**src/mgmt_pkg.sv**
```systemverilog
// Fixed 64-bit bus only; opcodes outside the defined set are treated as unknown and flushed
package mgmt_pkg;

  // --------------------------------------------------
  // Packet word layouts
  // --------------------------------------------------

  // Chassis header with flags and seq_num carried through untouched
  typedef struct packed {
    logic [7:0]  flags;
    logic [2:0]  pkt_type;
    logic [4:0]  num_mdata;
    logic [15:0] seq_num;
    logic [15:0] length;
    logic [15:0] dst_epid;
  } chdr_hdr_t;

  // Management header, first word after the chassis header
  typedef struct packed {
    logic [15:0] protover;
    logic [2:0]  chdr_w;
    logic [18:0] rsvd;
    logic [9:0]  num_hops;
    logic [15:0] src_epid;
  } mgmt_hdr_t;

  // One operation word
  // Config ops put addr in payload[15:0] and data in payload[47:16]
  typedef struct packed {
    logic [47:0] payload;
    logic [7:0]  ops_pending;
    logic [7:0]  op_code;
  } mgmt_op_t;

  // Response entry, later expanded to an op word with ops_pending filled in
  typedef struct packed {
    logic [47:0] payload;
    logic [7:0]  op_code;
  } mgmt_resp_t;

  // --------------------------------------------------
  // Encodings
  // --------------------------------------------------
  localparam logic [7:0] OP_NOP         = 8'd0;
  localparam logic [7:0] OP_ADVERTISE   = 8'd1;
  localparam logic [7:0] OP_SEL_DEST    = 8'd2;
  localparam logic [7:0] OP_RETURN      = 8'd3;
  localparam logic [7:0] OP_INFO_REQ    = 8'd4;
  localparam logic [7:0] OP_INFO_RESP   = 8'd5;
  localparam logic [7:0] OP_CFG_WR_REQ  = 8'd6;
  localparam logic [7:0] OP_CFG_RD_REQ  = 8'd7;
  localparam logic [7:0] OP_CFG_RD_RESP = 8'd8;

  // Routing mode carried on tid
  localparam logic [1:0] ROUTE_EPID   = 2'd0;
  localparam logic [1:0] ROUTE_TDEST  = 2'd1;
  localparam logic [1:0] ROUTE_RETURN = 2'd2;

  localparam logic [2:0]  PKT_TYPE_MGMT  = 3'd0;
  localparam logic [2:0]  CHDR_W_CODE_64 = 3'd0;
  localparam logic [15:0] WORD_BYTES     = 16'd8;

  // Packet FSM states, shared by all three stages
  typedef enum logic [3:0] {
    IN_CHDR_HDR,
    IN_MGMT_HDR,
    OP_EXEC,
    OP_WAIT,
    OP_DONE,
    OUT_CHDR_HDR,
    OUT_MGMT_HDR,
    PASS_PAYLOAD,
    MOD_LAST_HOP,
    POP_RESP,
    APPEND_RESP,
    DROP
  } pkt_state_t;

  // --------------------------------------------------
  // Port bundles
  // --------------------------------------------------
  typedef struct packed {
    logic [63:0] data;
    logic        last;
  } chdr_in_t;

  typedef struct packed {
    logic [63:0] data;
    logic [1:0]  tid;
    logic [9:0]  tdest;
    logic        last;
  } chdr_out_t;

  typedef struct packed {
    logic        wr;
    logic        rd;
    logic [15:0] addr;
    logic [31:0] data;
  } ctrl_req_t;

  typedef struct packed {
    logic        stb;
    logic [15:0] dst_epid;
    logic [15:0] src_epid;
  } adv_t;

endpackage

```
**src/mgmt_flop.sv**
```systemverilog
// Single-entry slice; payload is not reset, so o_data is only meaningful while o_valid is high
module mgmt_flop #(
  parameter type T = logic [63:0]
) (
  input  logic clk,
  input  logic rst,
  input  T     i_data,
  input  logic i_valid,
  output logic o_ready,
  output T     o_data,
  output logic o_valid,
  input  logic i_ready
);

  // Take a word when empty or when the held word leaves this cycle
  assign o_ready = !o_valid || i_ready;

  // Valid bit
  always_ff @(posedge clk) begin
    if (rst) begin
      o_valid <= 1'b0;
    end else if (o_ready) begin
      o_valid <= i_valid;
    end
  end

  // Payload register
  always_ff @(posedge clk) begin
    if (o_ready && i_valid) begin
      o_data <= i_data;
    end
  end

endmodule

```
**src/mgmt_resp_fifo.sv**
```systemverilog
// Depth is 2**RESP_DEPTH_LOG2; pushes into a full FIFO are lost and o_count wraps at 256 entries
module mgmt_resp_fifo #(
  parameter int RESP_DEPTH_LOG2 = 5
) (
  input  logic                 clk,
  input  logic                 rst,
  input  logic                 i_clear,
  input  logic                 i_push,
  input  mgmt_pkg::mgmt_resp_t i_resp,
  input  logic                 i_pop,
  output mgmt_pkg::mgmt_resp_t o_resp,
  output logic                 o_avail,
  output logic [7:0]           o_count
);
  import mgmt_pkg::*;

  localparam int DEPTH = 1 << RESP_DEPTH_LOG2;

  mgmt_resp_t                 mem [DEPTH];
  logic [RESP_DEPTH_LOG2-1:0] wr_ptr;
  logic [RESP_DEPTH_LOG2-1:0] rd_ptr;
  logic [RESP_DEPTH_LOG2:0]   count;
  logic                       push_ok;
  logic                       pop_ok;

  assign push_ok = i_push && (count != DEPTH[RESP_DEPTH_LOG2:0]);
  assign pop_ok  = i_pop && o_avail;
  assign o_avail = (count != '0);
  assign o_count = 8'(count);
  assign o_resp  = mem[rd_ptr];

  // Pointers wrap on their own since depth is a power of two
  always_ff @(posedge clk) begin
    if (rst || i_clear) begin
      wr_ptr <= '0;
      rd_ptr <= '0;
      count  <= '0;
    end else begin
      if (push_ok) begin
        wr_ptr <= wr_ptr + 1'b1;
      end
      if (pop_ok) begin
        rd_ptr <= rd_ptr + 1'b1;
      end
      if (push_ok && !pop_ok) begin
        count <= count + 1'b1;
      end else if (pop_ok && !push_ok) begin
        count <= count - 1'b1;
      end
    end
  end

  // Storage
  always_ff @(posedge clk) begin
    if (push_ok) begin
      mem[wr_ptr] <= i_resp;
    end
  end

endmodule

```
**src/mgmt_hop_parser.sv**
```systemverilog
// Management packets only; metadata or a foreign pkt_type sends the packet to DROP
module mgmt_hop_parser (
  input  logic                 clk,
  input  logic                 rst,
  input  mgmt_pkg::chdr_in_t   i_in,
  input  logic                 i_in_valid,
  output logic                 o_in_ready,
  input  logic                 i_out_ready,
  input  logic                 i_op_complete,
  input  logic                 i_op_abort,
  input  logic                 i_resp_avail,
  output mgmt_pkg::pkt_state_t o_state,
  output mgmt_pkg::chdr_hdr_t  o_chdr_hdr,
  output mgmt_pkg::mgmt_hdr_t  o_mgmt_hdr,
  output logic [15:0]          o_stripped_len,
  output logic [9:0]           o_hops_left
);
  import mgmt_pkg::*;

  pkt_state_t state;
  chdr_hdr_t  in_chdr;
  mgmt_hdr_t  in_mgmt;
  mgmt_op_t   in_op;
  logic       in_xfer;
  logic       hop_end;
  logic [9:0] hops_dec;

  // Views of the current input word
  assign in_chdr  = i_in.data;
  assign in_mgmt  = i_in.data;
  assign in_op    = i_in.data;
  assign in_xfer  = i_in_valid && o_in_ready;
  assign hop_end  = (in_op.ops_pending == 8'd0);
  assign hops_dec = o_hops_left - 10'd1;
  assign o_state  = state;

  // --------------------------------------------------
  // Packet FSM
  // --------------------------------------------------
  always_ff @(posedge clk) begin
    if (rst) begin
      state <= IN_CHDR_HDR;
    end else begin
      case (state)
        IN_CHDR_HDR: begin
          if (in_xfer) begin
            if (i_in.last) begin
              state <= IN_CHDR_HDR;
            end else if (in_chdr.pkt_type != PKT_TYPE_MGMT || in_chdr.num_mdata != 5'd0) begin
              state <= DROP;
            end else begin
              state <= IN_MGMT_HDR;
            end
          end
        end
        IN_MGMT_HDR: begin
          if (in_xfer) begin
            state <= i_in.last ? IN_CHDR_HDR : OP_EXEC;
          end
        end
        // Op word is held here until the execute stage decides
        OP_EXEC: begin
          if (i_op_abort) begin
            state <= DROP;
          end else if (i_op_complete) begin
            state <= OP_DONE;
          end else if (i_in_valid) begin
            state <= OP_WAIT;
          end
        end
        OP_WAIT: begin
          if (i_op_complete) begin
            state <= OP_DONE;
          end
        end
        // Consume the op word, then next op or start the output
        OP_DONE: begin
          if (in_xfer) begin
            if (i_in.last) begin
              state <= IN_CHDR_HDR;
            end else begin
              state <= hop_end ? OUT_CHDR_HDR : OP_EXEC;
            end
          end
        end
        OUT_CHDR_HDR: begin
          if (i_out_ready) begin
            state <= OUT_MGMT_HDR;
          end
        end
        OUT_MGMT_HDR: begin
          if (i_out_ready) begin
            state <= (i_resp_avail && o_hops_left == 10'd1) ? MOD_LAST_HOP : PASS_PAYLOAD;
          end
        end
        // One hop left once the current hop ends means the next one is last
        PASS_PAYLOAD: begin
          if (in_xfer) begin
            if (i_in.last) begin
              state <= IN_CHDR_HDR;
            end else if (hop_end && i_resp_avail && hops_dec == 10'd1) begin
              state <= MOD_LAST_HOP;
            end
          end
        end
        MOD_LAST_HOP: begin
          if (in_xfer && hop_end) begin
            if (i_resp_avail) begin
              state <= POP_RESP;
            end else begin
              state <= i_in.last ? IN_CHDR_HDR : DROP;
            end
          end
        end
        POP_RESP: begin
          if (i_resp_avail) begin
            state <= APPEND_RESP;
          end
        end
        APPEND_RESP: begin
          if (i_out_ready) begin
            state <= i_resp_avail ? POP_RESP : IN_CHDR_HDR;
          end
        end
        DROP: begin
          if (in_xfer && i_in.last) begin
            state <= IN_CHDR_HDR;
          end
        end
        default: begin
          state <= IN_CHDR_HDR;
        end
      endcase
    end
  end

  // Cached headers, stripped length and hop count
  always_ff @(posedge clk) begin
    if (state == IN_CHDR_HDR && in_xfer) begin
      o_chdr_hdr     <= in_chdr;
      o_stripped_len <= in_chdr.length;
    end
    if (state == IN_MGMT_HDR && in_xfer) begin
      o_mgmt_hdr  <= in_mgmt;
      o_hops_left <= in_mgmt.num_hops;
    end
    // Each first-hop op word is removed from the packet
    if (state == OP_DONE && in_xfer && !i_in.last) begin
      o_stripped_len <= o_stripped_len - WORD_BYTES;
      if (hop_end) begin
        o_hops_left <= hops_dec;
      end
    end
    if (state == PASS_PAYLOAD && in_xfer && !i_in.last && hop_end) begin
      o_hops_left <= hops_dec;
    end
  end

  // Input ready per state
  always_comb begin
    case (state)
      IN_CHDR_HDR, IN_MGMT_HDR, OP_DONE, DROP: o_in_ready = 1'b1;
      PASS_PAYLOAD, MOD_LAST_HOP:              o_in_ready = i_out_ready;
      default:                                 o_in_ready = 1'b0;
    endcase
  end

endmodule

```
**src/mgmt_op_exec.sv**
```systemverilog
// First-hop ops only; a control-port request blocks the packet until its ack, with no timeout
module mgmt_op_exec (
  input  logic                 clk,
  input  logic                 rst,
  input  mgmt_pkg::pkt_state_t i_state,
  input  mgmt_pkg::chdr_in_t   i_in,
  input  logic                 i_in_valid,
  input  mgmt_pkg::chdr_hdr_t  i_chdr_hdr,
  input  mgmt_pkg::mgmt_hdr_t  i_mgmt_hdr,
  input  logic [47:0]          i_node_info,
  output mgmt_pkg::ctrl_req_t  o_ctrl,
  input  logic                 i_ctrl_ack,
  input  logic [31:0]          i_ctrl_resp_data,
  output mgmt_pkg::adv_t       o_adv,
  output logic                 o_op_complete,
  output logic                 o_op_abort,
  output logic [1:0]           o_tid,
  output logic [9:0]           o_tdest,
  output logic                 o_resp_push,
  output mgmt_pkg::mgmt_resp_t o_resp
);
  import mgmt_pkg::*;

  mgmt_op_t    op;
  logic        single_op;
  logic        cfg_op;
  logic        exec_go;
  logic        in_wait;
  logic        in_done;
  logic        req_wr;
  logic        req_rd;
  logic [15:0] req_addr;
  logic [31:0] req_data;

  assign op      = i_in.data;
  assign exec_go = i_in_valid && (i_state == OP_EXEC);
  assign in_wait = i_in_valid && (i_state == OP_WAIT);
  assign in_done = i_in_valid && (i_state == OP_DONE);

  // Opcode classes, response opcodes count as no-ops
  always_comb begin
    single_op = 1'b0;
    cfg_op    = 1'b0;
    case (op.op_code)
      OP_NOP, OP_ADVERTISE, OP_SEL_DEST, OP_RETURN,
      OP_INFO_REQ, OP_INFO_RESP, OP_CFG_RD_RESP: single_op = 1'b1;
      OP_CFG_WR_REQ, OP_CFG_RD_REQ:              cfg_op = 1'b1;
      default:                                   single_op = 1'b0;
    endcase
  end

  assign o_op_complete = (exec_go && single_op) || (in_wait && i_ctrl_ack);
  assign o_op_abort    = exec_go && !single_op && !cfg_op;

  // --------------------------------------------------
  // Control port and route
  // --------------------------------------------------
  always_ff @(posedge clk) begin
    if (rst) begin
      req_wr  <= 1'b0;
      req_rd  <= 1'b0;
      o_tid   <= ROUTE_EPID;
      o_tdest <= 10'd0;
    end else begin
      // Pulses for one cycle since OP_EXEC moves on to OP_WAIT
      req_wr <= exec_go && (op.op_code == OP_CFG_WR_REQ);
      req_rd <= exec_go && (op.op_code == OP_CFG_RD_REQ);
      // Every op resets the route unless it picks one
      if (exec_go) begin
        o_tid   <= ROUTE_EPID;
        o_tdest <= 10'd0;
        if (op.op_code == OP_SEL_DEST) begin
          o_tid   <= ROUTE_TDEST;
          o_tdest <= op.payload[9:0];
        end else if (op.op_code == OP_RETURN) begin
          o_tid <= ROUTE_RETURN;
        end
      end
    end
  end

  // Address and data, also reused for the read response
  always_ff @(posedge clk) begin
    if (exec_go) begin
      req_addr <= op.payload[15:0];
      req_data <= op.payload[47:16];
    end
  end

  assign o_ctrl = '{wr: req_wr, rd: req_rd, addr: req_addr, data: req_data};

  // Advertisement with the endpoint IDs of the cached headers
  assign o_adv.stb      = in_done && (op.op_code == OP_ADVERTISE);
  assign o_adv.dst_epid = i_chdr_hdr.dst_epid;
  assign o_adv.src_epid = i_mgmt_hdr.src_epid;

  // Responses in issue order
  assign o_resp_push = (in_wait && i_ctrl_ack && op.op_code == OP_CFG_RD_REQ) ||
                       (in_done && op.op_code == OP_INFO_REQ);
  assign o_resp = (op.op_code == OP_CFG_RD_REQ) ?
                  '{payload: {i_ctrl_resp_data, req_addr}, op_code: OP_CFG_RD_RESP} :
                  '{payload: i_node_info, op_code: OP_INFO_RESP};

endmodule

```
**src/mgmt_pkt_builder.sv**
```systemverilog
// Responses go on the last hop only; reserved mgmt header bits are written as zero
module mgmt_pkt_builder #(
  parameter logic [15:0] PROTOVER        = 16'h0100,
  parameter int          RESP_DEPTH_LOG2 = 5
) (
  input  logic                 clk,
  input  logic                 rst,
  input  mgmt_pkg::pkt_state_t i_state,
  input  mgmt_pkg::chdr_in_t   i_in,
  input  logic                 i_in_valid,
  input  mgmt_pkg::chdr_hdr_t  i_chdr_hdr,
  input  mgmt_pkg::mgmt_hdr_t  i_mgmt_hdr,
  input  logic [15:0]          i_stripped_len,
  input  logic [1:0]           i_tid,
  input  logic [9:0]           i_tdest,
  input  logic                 i_resp_push,
  input  mgmt_pkg::mgmt_resp_t i_resp,
  output logic                 o_resp_avail,
  output logic [7:0]           o_resp_count,
  output mgmt_pkg::chdr_out_t  o_out,
  output logic                 o_out_valid
);
  import mgmt_pkg::*;

  mgmt_resp_t fifo_resp;
  mgmt_resp_t held_resp;
  logic       resp_pop;
  logic       is_return;
  chdr_hdr_t  out_chdr;
  mgmt_hdr_t  out_mgmt;
  mgmt_op_t   in_op;
  mgmt_op_t   mod_op;
  mgmt_op_t   app_op;

  assign resp_pop  = (i_state == POP_RESP) && o_resp_avail;
  assign is_return = (i_tid == ROUTE_RETURN);
  assign in_op     = i_in.data;

  // Emptied at the start of every packet
  mgmt_resp_fifo #(
    .RESP_DEPTH_LOG2(RESP_DEPTH_LOG2)
  ) resp_fifo_inst (
    .clk     (clk),
    .rst     (rst),
    .i_clear (i_state == IN_CHDR_HDR),
    .i_push  (i_resp_push),
    .i_resp  (i_resp),
    .i_pop   (resp_pop),
    .o_resp  (fifo_resp),
    .o_avail (o_resp_avail),
    .o_count (o_resp_count)
  );

  // Popped response waits here for its output slot
  always_ff @(posedge clk) begin
    if (resp_pop) begin
      held_resp <= fifo_resp;
    end
  end

  // --------------------------------------------------
  // Rewritten words
  // --------------------------------------------------
  always_comb begin
    out_chdr          = i_chdr_hdr;
    out_chdr.dst_epid = is_return ? i_mgmt_hdr.src_epid : i_chdr_hdr.dst_epid;
    out_chdr.length   = i_stripped_len + 16'(o_resp_count) * WORD_BYTES;
    out_mgmt          = '0;
    out_mgmt.protover = PROTOVER;
    out_mgmt.chdr_w   = CHDR_W_CODE_64;
    out_mgmt.num_hops = i_mgmt_hdr.num_hops - 10'd1;
    out_mgmt.src_epid = is_return ? i_chdr_hdr.dst_epid : i_mgmt_hdr.src_epid;
    // Last hop announces the responses that follow it
    mod_op             = in_op;
    mod_op.ops_pending = in_op.ops_pending + o_resp_count;
    app_op.payload     = held_resp.payload;
    app_op.ops_pending = o_resp_count;
    app_op.op_code     = held_resp.op_code;
  end

  // Output mux; tid and tdest hold for the whole packet
  always_comb begin
    o_out.tid   = i_tid;
    o_out.tdest = i_tdest;
    o_out.data  = '0;
    o_out.last  = 1'b0;
    o_out_valid = 1'b0;
    case (i_state)
      OUT_CHDR_HDR: begin
        o_out.data  = out_chdr;
        o_out_valid = 1'b1;
      end
      OUT_MGMT_HDR: begin
        o_out.data  = out_mgmt;
        o_out_valid = 1'b1;
      end
      PASS_PAYLOAD: begin
        o_out.data  = i_in.data;
        o_out.last  = i_in.last;
        o_out_valid = i_in_valid;
      end
      MOD_LAST_HOP: begin
        o_out.data  = mod_op;
        o_out.last  = i_in.last && !o_resp_avail;
        o_out_valid = i_in_valid;
      end
      APPEND_RESP: begin
        o_out.data  = app_op;
        o_out.last  = !o_resp_avail;
        o_out_valid = 1'b1;
      end
      default: begin
        o_out_valid = 1'b0;
      end
    endcase
  end

endmodule

```
**src/mgmt_node.sv**
```systemverilog
// Management-only 64-bit node; other packet types and packets with metadata are flushed
module mgmt_node #(
  parameter logic [15:0] PROTOVER        = 16'h0100,
  parameter int          RESP_DEPTH_LOG2 = 5
) (
  input  logic                clk,
  input  logic                rst,
  input  logic [47:0]         i_node_info,
  input  mgmt_pkg::chdr_in_t  i_chdr,
  input  logic                i_chdr_valid,
  output logic                o_chdr_ready,
  output mgmt_pkg::chdr_out_t o_chdr,
  output logic                o_chdr_valid,
  input  logic                i_chdr_ready,
  output mgmt_pkg::ctrl_req_t o_ctrl,
  input  logic                i_ctrl_ack,
  input  logic [31:0]         i_ctrl_resp_data,
  output mgmt_pkg::adv_t      o_adv
);
  import mgmt_pkg::*;

  chdr_in_t   in_word;
  logic       in_valid;
  logic       in_ready;
  chdr_out_t  out_word;
  logic       out_valid;
  logic       out_ready;
  pkt_state_t state;
  chdr_hdr_t  chdr_hdr;
  mgmt_hdr_t  mgmt_hdr;
  logic [15:0] stripped_len;
  logic       op_complete;
  logic       op_abort;
  logic [1:0] tid;
  logic [9:0] tdest;
  logic       resp_push;
  mgmt_resp_t resp;
  logic       resp_avail;

  // --------------------------------------------------
  // Stream register slices
  // --------------------------------------------------
  mgmt_flop #(.T(chdr_in_t)) in_flop_inst (
    .clk(clk), .rst(rst),
    .i_data(i_chdr), .i_valid(i_chdr_valid), .o_ready(o_chdr_ready),
    .o_data(in_word), .o_valid(in_valid), .i_ready(in_ready)
  );

  mgmt_flop #(.T(chdr_out_t)) out_flop_inst (
    .clk(clk), .rst(rst),
    .i_data(out_word), .i_valid(out_valid), .o_ready(out_ready),
    .o_data(o_chdr), .o_valid(o_chdr_valid), .i_ready(i_chdr_ready)
  );

  // --------------------------------------------------
  // Decode, execute and result stages
  // --------------------------------------------------
  mgmt_hop_parser parser_inst (
    .clk(clk), .rst(rst),
    .i_in(in_word), .i_in_valid(in_valid), .o_in_ready(in_ready),
    .i_out_ready(out_ready), .i_op_complete(op_complete), .i_op_abort(op_abort),
    .i_resp_avail(resp_avail), .o_state(state), .o_chdr_hdr(chdr_hdr),
    .o_mgmt_hdr(mgmt_hdr), .o_stripped_len(stripped_len), .o_hops_left()
  );

  mgmt_op_exec exec_inst (
    .clk(clk), .rst(rst),
    .i_state(state), .i_in(in_word), .i_in_valid(in_valid),
    .i_chdr_hdr(chdr_hdr), .i_mgmt_hdr(mgmt_hdr), .i_node_info(i_node_info),
    .o_ctrl(o_ctrl), .i_ctrl_ack(i_ctrl_ack), .i_ctrl_resp_data(i_ctrl_resp_data),
    .o_adv(o_adv), .o_op_complete(op_complete), .o_op_abort(op_abort),
    .o_tid(tid), .o_tdest(tdest), .o_resp_push(resp_push), .o_resp(resp)
  );

  mgmt_pkt_builder #(
    .PROTOVER(PROTOVER), .RESP_DEPTH_LOG2(RESP_DEPTH_LOG2)
  ) builder_inst (
    .clk(clk), .rst(rst),
    .i_state(state), .i_in(in_word), .i_in_valid(in_valid),
    .i_chdr_hdr(chdr_hdr), .i_mgmt_hdr(mgmt_hdr), .i_stripped_len(stripped_len),
    .i_tid(tid), .i_tdest(tdest), .i_resp_push(resp_push), .i_resp(resp),
    .o_resp_avail(resp_avail), .o_resp_count(),
    .o_out(out_word), .o_out_valid(out_valid)
  );

endmodule

```
**config.mk**
```make
export PLATFORM = sky130hd
export DESIGN_NAME = mgmt_node
export DESIGN_NICKNAME = d
export VERILOG_FILES = /design/src/mgmt_pkg.sv /design/src/mgmt_flop.sv /design/src/mgmt_resp_fifo.sv /design/src/mgmt_hop_parser.sv /design/src/mgmt_op_exec.sv /design/src/mgmt_pkt_builder.sv /design/src/mgmt_node.sv
export SDC_FILE = /design/constraint.sdc
export NUM_CORES = 2
export LEC_CHECK = 0
export CELL_PAD_IN_SITES_DETAIL_PLACEMENT = 1
export CELL_PAD_IN_SITES_GLOBAL_PLACEMENT = 2
export CORE_UTILIZATION = 25
export DETAILED_ROUTE_END_ITERATION = 10
export DONT_BUFFER_PORTS = 1
export PLACE_DENSITY = 0.5
export SLEW_MARGIN = 5
export SYNTH_ARGS = -nofsm -noshare
export SYNTH_HDL_FRONTEND = slang
export SYNTH_HIERARCHICAL = 1
export SYNTH_SLANG_ARGS = --single-unit
```
**constraint.sdc**
```tcl
create_clock -name clk -period 6.7 [get_ports clk]
set_input_delay 1.34 -clock clk [delete_from_list [all_inputs] [get_ports clk]]
set_output_delay 1.34 -clock clk [all_outputs]
set_load 0.02 [all_outputs]
```
==> flow_metrics.tcl <==
set metrics [dict create \
    status "finished with violations" \
    violations "design-rule violations" \
    drive_above_1_share 0.225 \
    synth-warning-count 6 \
    clock.fmax_mhz 205 \
    ant_nets 0 \
    hold_path.class "reg2reg" \
    first_global_vias 46408 \
    rows 214 \
    cts_setup_buffers 0 \
    nFillCells 34673 \
    tritoncts "built" \
    drv_cap 0 \
    area_growth_pct 15.8 \
    p_clk_frac 0.433 \
    antenna_found_initial 46 \
    crit_chain "nor3b_1 -> nand4b_1 -> a21oi_1 -> o31a_1 -> nand2_1 -> nor2_4 -> buf_12" \
    cts_max_level 4 \
    seqPwrFrac 0.525 \
    die_h_um 587 \
    finClkSkew_ns 0.0855 \
    syn_area_sq_mm 0.0856 \
    vias_per_cell 4.67 \
    ios 312 \
    postCtsHoldBufs 0 \
    hold_violations 0 \
    internal_power_mw 23.3 \
    port_buffers 0 \
    clock_path_buffers 4 \
    nNetsFinal 4840 \
    min_period_ns 4.88 \
    p_per_area_mw_per_mm2 306 \
    p_switching_mw 7.01 \
    dieArea_sq_mm 0.345 \
    maxSlewHeadroom 0.0360 \
    slowest_stage "nor2_4" \
    drt_pass1_iterations 11 \
    cpPeakStageDelay_ns 0.94 \
    start_kind "flip-flop" \
    cp_max_fo 37 \
    clock-sinks 2179 \
    initial_core_util 0.251 \
    syn_inst 4583 \
    cts_buffers 238 \
    critPathArrivalTime_ns 5.40 \
    drt-initial-drc-count 3730 \
    hold_ws_ns 0.435 \
    peakVddDrop_v 0.000215 \
    p_leak_nw 29.8 \
    end_kind "flip-flop" \
    setup_viol 0 \
    finish.utilization 0.291 \
    syn_avg_cell_area_sq_um 18.7 \
    track_usage 0.150 \
    rsz0062_at_grt "false" \
    drt-wirelength-per-cell_um 28.2 \
    post-route-period-util 0.728 \
    die_w_um 587 \
    drt-total-wl_um 265000 \
    dpl.hpwl_um 163000 \
    cts_root_buf "clkbuf_16" \
    design.core.area_sq_mm 0.340 \
    insertion_delay_ns 0.92 \
    vias 43853 \
    globalplace.congestion 0.747 \
    grt_max_degree 137 \
    drv_slew 0 \
    comb_power_share 0.042 \
    total_power_mw 30.3 \
    grt.overflow.total 0 \
    drc 117 \
    worstPathRequired_ns 7.23 \
    finalSetupTns_ns 0 \
    worst_pin_slew_ns 1.43 \
    worstSetupPathType "reg2reg" \
    swShare 0.232 \
    grt_pass1_wl_um 371000 \
    path_clk_slew_ns 0.06 \
    cts-resized-gates 0 \
]
==> layout make-up <==
class,count,area [sq um],area share
sequential,2179,64900,0.655
multi-input combinational,2029,19200,0.194
clock buffer,288,6190,0.0624
tap,4536,5680,0.0573
clock inverter,148,1470,0.0148
timing repair buffer,137,1350,0.0137
inverter,71,267,0.00269
antenna,10,25.0,0.000252
==> state kept, by name, indices dropped and copies added (netlist names), 6 cells and up, named ones only <==
| register | count |
|---|---|
| parser_inst/o_chdr_hdr | 48 |
| parser_inst/o_stripped_len | 16 |
| builder_inst/resp_fifo_inst/count | 6 |
| parser_inst/o_hops_left | 10 |
| parser_inst/o_mgmt_hdr | 26 |
| in_flop_inst/o_data | 65 |
| builder_inst/resp_fifo_inst/mem | 1792 |
| exec_inst/req_addr | 16 |
| exec_inst/req_data | 32 |
| builder_inst/app_op | 56 |
| out_flop_inst/o_data | 77 |
| exec_inst/o_tdest | 10 |
==> worst paths after layout <==
kind	cells after the start	slack [ns]	endpoint	startpoint
min reg2reg	0	0.43	out_flop_inst/o_data[2]	exec_inst/o_tdest[1]
max	7	1.82	builder_inst/resp_fifo_inst/mem[9][11]	in_flop_inst/o_valid
min	0	0.43	out_flop_inst/o_data[2]	exec_inst/o_tdest[1]
max reg2reg	7	1.82	builder_inst/resp_fifo_inst/mem[9][11]	in_flop_inst/o_valid
==> per-layer routing <==
layer / global-route usage / routed length, um
met3: 0.0299 / 15500
met5: 0 / 41
met4: 0.0300 / 4640
met1: 0.213 / 123000
met2: 0.239 / 122000
==> per-stage QoR <==
stage / std cells / instance area (sq um) / setup WS (ns)
CTS: 9388 / 99100 / 1.77
global route: 9389 / 99100 / 1.62
detailed placement: 8952 / 91400 / 1.39
global placement: 8952 / 91400 / 1.35
finish: 9398 / 99100 / 1.82
floorplan: 4588 / 85600 / 1.19
==> worst max-delay path, delay by kind of cell, from the launching register on <==
family          cells  cell delay (ns)
simple gates        4             2.26
compound gates      2             1.15
flops               1             0.72
buf+inv             1             0.38
==> cells in the final DEF (no fill, tap or decap), types with 46 or more instances in the layout <==
cell / n
a211oi_1: 118
a222oi_1: 46
a22o_1: 114
buf_4: 111
clkbuf_1: 48
clkbuf_16: 240
clkinv_1: 56
dfxtp_1: 49
edfxtp_1: 2128
inv_1: 69
mux2_1: 78
mux2_2: 308
mux4_2: 224
nand2_1: 84
nor2_1: 57
nor2b_1: 129
nor3_1: 124
o21ai_0: 142
o22ai_1: 115
or4_1: 62
==> power groups by stage <==
stage | registers [mW] | clock network, mW | logic, mW
after floorplan | 16.0 | 0 | 0.851
after global placement | 16.2 | 0 | 1.25
after detailed placement | 16.2 | 0 | 1.27
after CTS | 15.9 | 13.5 | 1.28
after global routing | 15.9 | 14.0 | 1.39
final | 15.9 | 13.1 | 1.26
No activity file was read; power rests on OpenSTA's default activity.
